File: config.mk
export PLATFORM = sky130hd
export DESIGN_NAME = pulse_unit_top
export DESIGN_NICKNAME = d
export VERILOG_FILES = /design/src/pulse_cfg_pkg.sv /design/src/pulse_ctrl_pkg.sv /design/src/tick_prescaler.sv /design/src/pulse_config_regs.sv /design/src/pulse_seq_fsm.sv /design/src/pulse_train_gen.sv /design/src/pulse_unit_top.sv
export SDC_FILE = /design/constraint.sdc
export NUM_CORES = 1
export LEC_CHECK = 0
export ABC_CLOCK_PERIOD_IN_PS = 3100
export BUFFER_PORTS_ARGS = -buffer_cell sky130_fd_sc_hd__buf_4
export CORE_UTILIZATION = 40
export CTS_CLUSTER_SIZE = 28
export DETAILED_ROUTE_END_ITERATION = 8
export PLACE_DENSITY_LB_ADDON = 0.15
export SLEW_MARGIN = 30
export SYNTH_ARGS = -nofsm -noshare
export SYNTH_HDL_FRONTEND = slang
export SYNTH_SLANG_ARGS = --single-unit
File: constraint.sdc
create_clock -name clk -period 3.1 [get_ports clk]
set_clock_uncertainty 0.2 [all_clocks]
set_input_delay 0.465 -clock clk [delete_from_list [all_inputs] [get_ports clk]]
set_output_delay 0.465 -clock clk [all_outputs]
set_load 0.05 [all_outputs]
File: src/pulse_cfg_pkg.sv
package pulse_cfg_pkg;

	// Pulse count field, number of pulses in one train
	localparam int CNT_BITS = 8;

	// Pulse width field, in ticks for each half period
	localparam int WID_BITS = 8;

	// Tick divisor, also the width of the host write data
	localparam int DIV_BITS = 12;

	// Train shape as captured by the generator at the start of a train
	typedef struct packed {
		logic [CNT_BITS-1:0] count;
		logic [WID_BITS-1:0] width;
	} pulse_shape_t;

endpackage : pulse_cfg_pkg

File: src/pulse_ctrl_pkg.sv
package pulse_ctrl_pkg;

	// Sequencer states
	typedef enum logic [1:0] {
		SEQ_IDLE    = 2'd0,
		SEQ_PREPARE = 2'd1,
		SEQ_RUN     = 2'd2
	} seq_state_e;

	// Host register map, decoded from the write address
	typedef enum logic [1:0] {
		REG_DIVISOR = 2'd0,
		REG_COUNT   = 2'd1,
		REG_WIDTH   = 2'd2,
		REG_START   = 2'd3
	} reg_addr_e;

endpackage : pulse_ctrl_pkg

File: src/tick_prescaler.sv
`timescale 1ns/1ns

module tick_prescaler (
	input  logic                             clk,
	input  logic                             reset,
	input  logic [pulse_cfg_pkg::DIV_BITS-1:0] divisor,
	output logic                             tick
);

	import pulse_cfg_pkg::*;

	logic [DIV_BITS-1:0] count_q;
	logic                wrap;

	// Counter at zero means a tick is due on the next cycle
	assign wrap = (count_q == '0);

	always_ff @(posedge clk) begin
		if (reset) begin
			count_q <= '0;
			tick <= 1'b0;
		end
		else begin
			tick <= wrap;
			// Divisor is only sampled on reload
			if (wrap) begin
				count_q <= divisor;
			end
			else begin
				count_q <= count_q - 1'b1;
			end
		end
	end

	// A tick reloads the counter from the divisor seen one cycle before it,
	// so a nonzero divisor there leaves at least one quiet cycle
	a_tick_spacing : assert property (
		@(posedge clk) disable iff (reset)
		(tick && $past(divisor) != '0) |=> !tick
	) else $error("tick_prescaler: back to back ticks with nonzero divisor");

endmodule : tick_prescaler

File: src/pulse_config_regs.sv
`timescale 1ns/1ns

module pulse_config_regs #(
	parameter logic [pulse_cfg_pkg::DIV_BITS-1:0] RESET_DIVISOR = 'd3
) (
	input  logic                               clk,
	input  logic                               reset,
	input  logic                               wr_en,
	input  pulse_ctrl_pkg::reg_addr_e          wr_addr,
	input  logic [pulse_cfg_pkg::DIV_BITS-1:0] wr_data,
	input  logic                               done,
	output logic [pulse_cfg_pkg::DIV_BITS-1:0] divisor,
	output pulse_cfg_pkg::pulse_shape_t        shape,
	output logic                               start_req
);

	import pulse_cfg_pkg::*;
	import pulse_ctrl_pkg::*;

	logic start_wr;

	assign start_wr = wr_en && (wr_addr == REG_START);

	// Setting registers, written one cycle after the strobe
	always_ff @(posedge clk) begin
		if (reset) begin
			divisor <= RESET_DIVISOR;
			shape <= '0;
		end
		else if (wr_en) begin
			case (wr_addr)
				REG_DIVISOR: begin
					divisor <= wr_data;
				end
				REG_COUNT: begin
					shape.count <= wr_data[CNT_BITS-1:0];
				end
				REG_WIDTH: begin
					shape.width <= wr_data[WID_BITS-1:0];
				end
				default: begin
					// Start command is handled by the request logic
				end
			endcase
		end
	end

	// Start request is held until the generator leaves idle
	always_ff @(posedge clk) begin
		if (reset) begin
			start_req <= 1'b0;
		end
		else if (!done) begin
			start_req <= 1'b0;
		end
		else if (start_wr) begin
			start_req <= 1'b1;
		end
	end

	// A start written during a train must be dropped
	a_no_start_while_busy : assert property (
		@(posedge clk) disable iff (reset)
		$rose(start_req) |-> $past(done)
	) else $error("pulse_config_regs: start request raised while busy");

endmodule : pulse_config_regs

File: src/pulse_seq_fsm.sv
`timescale 1ns/1ns

module pulse_seq_fsm (
	input  logic                       clk,
	input  logic                       reset,
	input  logic                       tick,
	input  logic                       start_req,
	input  logic                       last_reached,
	input  logic                       zero_shape,
	output pulse_ctrl_pkg::seq_state_e state
);

	import pulse_ctrl_pkg::*;

	seq_state_e state_next;

	always_comb begin
		state_next = state;
		unique case (state)
			SEQ_IDLE: begin
				if (start_req) begin
					state_next = SEQ_PREPARE;
				end
			end
			SEQ_PREPARE: begin
				// Empty train goes straight back
				state_next = zero_shape ? SEQ_IDLE : SEQ_RUN;
			end
			SEQ_RUN: begin
				if (last_reached) begin
					state_next = SEQ_IDLE;
				end
			end
			default: begin
				state_next = SEQ_IDLE;
			end
		endcase
	end

	always_ff @(posedge clk) begin
		if (reset) begin
			state <= SEQ_IDLE;
		end
		else if (tick) begin
			state <= state_next;
		end
	end

	// Train can only begin on a prescaler tick
	a_leave_idle_on_tick : assert property (
		@(posedge clk) disable iff (reset)
		(state == SEQ_IDLE && !tick) |=> (state == SEQ_IDLE)
	) else $error("pulse_seq_fsm: left idle without a tick");

endmodule : pulse_seq_fsm

File: src/pulse_train_gen.sv
`timescale 1ns/1ns

module pulse_train_gen (
	input  logic                        clk,
	input  logic                        reset,
	input  logic                        tick,
	input  pulse_cfg_pkg::pulse_shape_t shape,
	input  pulse_ctrl_pkg::seq_state_e  state,
	output logic                        last_reached,
	output logic                        zero_shape,
	output logic                        pulse_out,
	output logic                        done
);

	import pulse_cfg_pkg::*;
	import pulse_ctrl_pkg::*;

	pulse_shape_t shape_q;

	// Width counter spans both halves of a pulse period
	logic [WID_BITS:0]   width_cnt;
	logic [CNT_BITS-1:0] count_cnt;
	logic [WID_BITS:0]   width_end;
	logic [CNT_BITS-1:0] count_end;
	logic                width_last;
	logic                count_last;
	logic                run_next;
	logic [WID_BITS:0]   width_nxt;
	logic [CNT_BITS-1:0] count_nxt;

	// Settings follow the registers while idle and freeze once a train starts
	always_ff @(posedge clk) begin
		if (tick && state == SEQ_IDLE) begin
			shape_q <= shape;
		end
	end

	assign zero_shape = (shape_q.count == '0) || (shape_q.width == '0);

	assign width_end = {shape_q.width, 1'b0} - 1'b1;
	assign count_end = shape_q.count - 1'b1;
	assign width_last = (width_cnt == width_end);
	assign count_last = (count_cnt == count_end);

	assign last_reached = (state == SEQ_RUN) && width_last && count_last;

	// Whether the next tick leaves the sequencer in SEQ_RUN
	assign run_next = ((state == SEQ_RUN) && !last_reached) ||
		((state == SEQ_PREPARE) && !zero_shape);

	always_comb begin
		width_nxt = '0;
		count_nxt = '0;
		if (run_next && state == SEQ_RUN) begin
			if (width_last) begin
				count_nxt = count_cnt + 1'b1;
			end
			else begin
				width_nxt = width_cnt + 1'b1;
				count_nxt = count_cnt;
			end
		end
	end

	always_ff @(posedge clk) begin
		if (reset) begin
			width_cnt <= '0;
			count_cnt <= '0;
			pulse_out <= 1'b0;
		end
		else if (tick) begin
			width_cnt <= width_nxt;
			count_cnt <= count_nxt;
			// High for the first half of each period, low after the last one
			pulse_out <= run_next && (width_nxt < {1'b0, shape_q.width});
		end
	end

	// State is a register, so done moves on the same edge as the sequencer
	assign done = (state == SEQ_IDLE);

	// Output is only ever high inside a train
	a_pulse_only_when_busy : assert property (
		@(posedge clk) disable iff (reset)
		pulse_out |-> !done
	) else $error("pulse_train_gen: pulse_out high while done");

endmodule : pulse_train_gen

File: src/pulse_unit_top.sv
`timescale 1ns/1ns

module pulse_unit_top #(
	parameter logic [pulse_cfg_pkg::DIV_BITS-1:0] RESET_DIVISOR = 'd3
) (
	input  logic                               clk,
	input  logic                               reset,
	input  logic                               wr_en,
	input  pulse_ctrl_pkg::reg_addr_e          wr_addr,
	input  logic [pulse_cfg_pkg::DIV_BITS-1:0] wr_data,
	output logic                               pulse_out,
	output logic                               done
);

	import pulse_cfg_pkg::*;
	import pulse_ctrl_pkg::*;

	logic [DIV_BITS-1:0] divisor;
	pulse_shape_t        shape;
	logic                start_req;
	logic                tick;
	seq_state_e          state;
	logic                last_reached;
	logic                zero_shape;

	pulse_config_regs #(
		.RESET_DIVISOR(RESET_DIVISOR)
	) u_regs (
		.clk(clk),
		.reset(reset),
		.wr_en(wr_en),
		.wr_addr(wr_addr),
		.wr_data(wr_data),
		.done(done),
		.divisor(divisor),
		.shape(shape),
		.start_req(start_req)
	);

	tick_prescaler u_prescaler (
		.clk(clk),
		.reset(reset),
		.divisor(divisor),
		.tick(tick)
	);

	pulse_seq_fsm u_seq (
		.clk(clk),
		.reset(reset),
		.tick(tick),
		.start_req(start_req),
		.last_reached(last_reached),
		.zero_shape(zero_shape),
		.state(state)
	);

	pulse_train_gen u_gen (
		.clk(clk),
		.reset(reset),
		.tick(tick),
		.shape(shape),
		.state(state),
		.last_reached(last_reached),
		.zero_shape(zero_shape),
		.pulse_out(pulse_out),
		.done(done)
	);

endmodule : pulse_unit_top

-- Word level (Yosys, flattened, before mapping)
Index checks and enable logic that the tools add are counted.
W data, S select, Z words.
- order comparisons: 1
- add/subtract/negate cells: 5
- bitwise logic cells: 1
- eq/ne operators: 10
- reductions and logical operators: 23
- multiplexer cells: 9
- operator list (cell ; number):
    $mux W9 ; 2
    $logic_not A8 Y1 ; 2
    $mux W8 ; 2
    $logic_not A12 Y1 ; 1
    $mux W12 ; 1
    $sub A12 B1 Y12 const B ; 1
    $add A9 B1 Y9 const B ; 1
    $eq A9 B9 Y1 ; 1
    $lt A9 B8 Y1 ; 1
    $sub A9 B1 Y9 const B ; 1
    $add A8 B1 Y8 const B ; 1
    $eq A8 B8 Y1 ; 1
    $logic_and A1 B1 Y1 ; 8
    $reduce_and A2 Y1 ; 4
    $sub A8 B1 Y8 const B ; 1
    $eq A2 B2 Y1 const B ; 3
    $mux W2 ; 3
    $pmux W2 S3 ; 1
    $eq A2 B1 Y1 const B ; 2
    $logic_not A2 Y1 ; 2
    $ne A2 B1 Y1 const B ; 2
    $reduce_and A3 Y1 ; 1
    $logic_not A1 Y1 ; 2
    $logic_or A1 B1 Y1 ; 2
    3 further kinds ; 3
- register bits after elaboration: 78
- input bits: 17

-- Depth between registers and ports, before layout
- depth after elaboration: 11
- gate-level depth with buffers: 14
- mapped depth without buffers: 13

-- Cells and area by module
A second synthesis with hierarchy kept.
- cell total of the unflattened synthesis: 455
- area total of the unflattened synthesis: 4321.6 µm²
- by module, submodules not included (module ; cells each ; area an instance (µm²) ; sequential area each (µm²) ; instances):
    pulse_train_gen ; 257 ; 2299.7 ; 840.8 ; 1
    pulse_config_regs ; 112 ; 1201.2 ; 580.6 ; 1
    tick_prescaler ; 77 ; 726.9 ; 260.2 ; 1
    pulse_seq_fsm ; 9 ; 93.8 ; 40.0 ; 1

-- Worst setup path after synthesis
OpenSTA, ideal clock, no wires.
- path kind: register -> register
- from: register u_gen.shape_q[0] in the netlist's numbering
- to: register u_gen.pulse_out
- path buffers: 1
- data required time: 2.840 ns
- setup slack: 0.018 ns
- period minus slack after synthesis: 3.082 ns
- cell stages (with the launch flop): 15
- arrival: 2.823 ns
- cell sequence: edfxtp_1 inv_1 ha_1 and4bb_1 o2111ai_1 nor4b_2 a31o_2 buf_2 nor2_1 ha_1 a21o_1 a211oi_1 o21ai_0 o211ai_1 a41o_1
- longest elaborated chain between the ends: 11
- elaborated cells on any way between the ends: 16
- RTL lines (element ; line ; RTL):
    from (decl) ; pulse_train_gen.sv:18 ; pulse_shape_t shape_q;
    from (signal assigned) ; pulse_train_gen.sv:34 ; shape_q <= shape;
    $sub A9 B1 Y9 ; pulse_train_gen.sv:40 ; assign width_end = {shape_q.width, 1'b0} - 1'b1;
    $eq A9 B9 Y1 ; pulse_train_gen.sv:42 ; assign width_last = (width_cnt == width_end);
    $logic_and A1 B1 Y1 (2 in a row) ; pulse_train_gen.sv:45 ; assign last_reached = (state == SEQ_RUN) && width_last && count_last;
    $logic_not A1 Y1 ; pulse_train_gen.sv:48 ; assign run_next = ((state == SEQ_RUN) && !last_reached) ||
    $logic_and A1 B1 Y1 ; pulse_train_gen.sv:48 ;
    $logic_or A1 B1 Y1 ; pulse_train_gen.sv:48 ;
    $logic_and A1 B1 Y1 ; pulse_train_gen.sv:54 ; if (run_next && state == SEQ_RUN) begin
    $mux W9 * ; pulse_train_gen.sv:54 ;
    net u_gen.width_nxt[1] ; pulse_train_gen.sv:28 ; logic [WID_BITS:0] width_nxt;
    $lt A9 B8 Y1 * ; pulse_train_gen.sv:75 ; pulse_out <= run_next && (width_nxt < {1'b0, shape_q.width});
    $logic_and A1 B1 Y1 * ; pulse_train_gen.sv:75 ;
    to (signal assigned) ; pulse_train_gen.sv:75 ;
    to (decl) ; pulse_train_gen.sv:11 ; output logic pulse_out,
The timed path passes the listed nets; every way through them passes the cells marked *.
A chain may end at the register's enable or synchronous reset.

-- Final worst setup path
- from: register u_gen.shape_q[2] in the netlist's numbering
- to: register u_gen.pulse_out
The elaborated chain is that of the path after synthesis.

==> impl_metrics.toml <==
[synth]
yosysTopAreaCell = "dfxtp_1"
synth_top_area_frac = 0.3118
synth_fa_ha_area_frac = 0.04714
yosysSeqAreaShare = 0.4324
synthFlopType = "dfxtp_1"
syn_nets = 470
async_reset_ff_frac = 0
yosysMostFrequentCell = "dfxtp_1"
synth_warnings = 0
synth.mux.area_fraction = 0.04525
syn_area_sq_um = 3981
synthTopCellsByArea = "dfxtp_1 31%, edfxtp_1 12%, xnor2_1 4.8%, nor2_1 4.8%, ha_1 4.7%"
synthXorXnorAreaFrac = 0.07700
synthSimpleGateAreaFrac = 0.2357
synth_top_family_by_area = "simple AND/OR/NAND/NOR gates"
ys_top_cells_by_count = "62 x dfxtp_1, 51 x nor2_1, 42 x nand2_1, 30 x a21oi_1, 22 x xnor2_1"
synth-compound-area-share = 0.1270
synth_cell_types = 54
synth_edf_count = 16
synth_area_per_cell_sq_um = 9.090
synth_cells = 438
synth-seq-cells = 78

[worst_setup_path]
critPathTopFamily = "compound AO/OA/AOI/OAI gates"
cp-endpoint = "u_gen.pulse_out"
cp_max_fo = 8
max_stage_delay_ns = 0.55
rr_endpoint = "u_gen.pulse_out"
path_buf_inv = 0
r2r-start = "u_gen.shape_q[2]"
arrival_ns = 2.99
startpoint = "u_gen.shape_q[2]"
cp-start-kind = "flop"
path_class = "flop to flop"
crit_required_ns = 3.20
critical_path.cell_chain = "nor4_4 > a21oi_1 > o22a_1 > a31o_2 > nor2_1 > ha_1 > a21o_1 > a211oi_2 > o21ai_1 > o211ai_1 > a41o_1"
critPathSlowestCell = "edfxtp_1"
reg2reg_slack_ns = 0.21
end_kind = "flop"
reg2reg_depth = 11
cp.depth = 11

[outcome]
outcome = "completed"

[sta]
slew_viol_final = 0
max_slew_margin = 0.5501
tightest_slew_ns = 0.6748
layout_min_cycle_time_ns = 2.888
rsz0062_at_grt = "no"
setup_violations = 0
holdWs_ns = 0.1554
fin_tns_setup_ns = 0
finalCritPeriodShare = 0.9317
max_freq_mhz = 346.2
hold_violations = 0

[clocking]
cts_buffers = 9
clkLatencyLatePin_ns = 0.35
cts_tree = "built"
path_clk_slew_ns = 0.09
cts_max_level = 3
clockRootBuffer = "clkbuf_8"
hold_buffers = 0
clockBufferDepth = 2
cts_sinks = 78

[global_routing]
grt_max_degree = 65
grt_usage = 0.1809
grt_pass1_wl_microns = 14350
grt-ovfl-total = 0
antenna_found_initial = 0
grt_pass1_vias = 2802

[run]
cap_violations = 0

[route]
postRouteAntennaNets = 0
via_per_inst = 5.188
wl_microns = 8637
vias = 3092
drc = 0
first_pass_iters = 4
wl_per_cell_microns = 14.49
drt_iter0_drc = 178

[floorplan]
fp.dieH_microns = 101.8
die-area_sq_um = 10360
initial_core_util = 0.4092
row_count = 36
core_sq_um = 9729
io_pins = 19
die_w_microns = 101.8

[finish]
syn_to_final_growth_pct = 13.48
fillers = 958
post_route_cells_drive_above_1_share = 0.1274
diodes = 0
num-nets-final = 490

[power_and_ir_drop]
p_leak_nw = 1.771
powerDensity_nw_per_um2 = 589.7
finalPower_mw = 2.664
vdd_drop_max_mv = 0.2788

[placement]
gp_congestion = 0.7877
place_hpwl_microns = 6043
port_buffers = 18

[worst_hold_path]
hold_class = "primary input to flop"
where the power goes:
| part | total [mW] | internal, mW | switching, mW |
|---|---|---|---|
| clock | 0.747 | 0.347 | 0.400 |
| sequential | 1.26 | 1.16 | 0.105 |
| combinational | 0.654 | 0.281 | 0.373 |
| total | 2.66 | 1.79 | 0.878 |
metrics by stage:
| step | std cells | util | setup WS, ns | instance area, sq um |
|---|---|---|---|---|
| after floorplan | 438 | - | 0.01766 | 3981 |
| after global placement | 577 | 0.4394 | 0.1518 | 4275 |
| after detailed placement | 577 | 0.4394 | 0.06592 | 4275 |
| after CTS | 593 | 0.4591 | 0.04231 | 4467 |
| after global routing | 596 | 0.4644 | 0.001953 | 4518 |
| final | 596 | 0.4644 | 0.2117 | 4518 |
placed cells by master (no fill, tap or decap), types with 9 or more instances in the layout:
| master | count |
|---|---|
| and3_1 | 10 |
| nor2_1 | 51 |
| edfxtp_1 | 16 |
| ha_1 | 15 |
| buf_4 | 27 |
| nand2_1 | 42 |
| inv_1 | 14 |
| mux2i_1 | 18 |
| a211oi_1 | 9 |
| nand3b_1 | 15 |
| o21ai_0 | 15 |
| nor3_1 | 12 |
| xnor2_1 | 22 |
| xor2_1 | 13 |
| nand2b_1 | 9 |
| dfxtp_1 | 62 |
| a21oi_1 | 30 |
| nand3_1 | 11 |
| clkbuf_8 | 9 |
registers in the layout, summed over array words and instances (netlist names):
name / cells
u_prescaler.count_q: 12
u_prescaler.tick: 1
u_gen.count_cnt: 8
u_gen.width_cnt: 9
u_seq.state: 2
u_gen.shape_q: 16
u_regs.shape: 16
u_regs.divisor: 12
u_regs.start_req: 1
u_gen.pulse_out: 1
cell families after synthesis:
logic type,Yosys count
xor+xnor,35
compound gates,79
simple gates,178
mux,18
fa+ha+maj,15
buf+inv,35
flops,78
worst min-delay path by stage:
stage                                 from                 end  slack [ns]  cells past startpoint
after floorplan            u_regs.shape[0]    u_gen.shape_q[0]        0.21                      0
after global placement     u_regs.shape[8]    u_gen.shape_q[8]        0.22                      0
after detailed placement  u_regs.shape[12]   u_gen.shape_q[12]        0.22                      0
after CTS                      wr_data[10]  u_regs.divisor[10]        0.14                      3
after global routing           wr_data[11]  u_regs.divisor[11]        0.14                      3
final                          wr_data[10]  u_regs.divisor[10]        0.16                      3
timing repair:
action | in CTS | in global routing
setup buffers | 0 | 2
hold endpoints to repair | 0 | 0
setup endpoints to repair | 0 | 1
resized for setup | 0 | 4
final cells by class:
class	instances	area, sq um	area share
Multi-Input combinational cell	325	2135	0.4724
Clock inverter	5	38.79	0.008585
Sequential cell	78	1722	0.3811
Inverter	15	56.30	0.01246
Clock buffer	11	152.6	0.03379
Tap cell	133	166.4	0.03683
Timing Repair Buffer	29	247.7	0.05483
per-layer routing:
layer | up-vias | routed length, microns | part of all wire | global-route usage
li1 | 1586 | - | - | -
met1 | 1450 | 4435 | 0.51 | 0.2646
met2 | 46 | 3742 | 0.43 | 0.2651
met3 | 10 | 344 | 0.040 | 0.03037
met4 | 0 | 114 | 0.013 | 0.06689
met5 | - | 0 | 0 | 0
worst register-to-register path, cell delays in order (launching register included):
cell	delay, ns
edfxtp_1	0.55
nor4_4	0.39
a21oi_1	0.12
o22a_1	0.21
a31o_2	0.27
nor2_1	0.10
ha_1	0.24
a21o_1	0.17
a211oi_2	0.21
o21ai_1	0.09
o211ai_1	0.10
a41o_1	0.18
No activity file was read; power rests on OpenSTA's default activity.
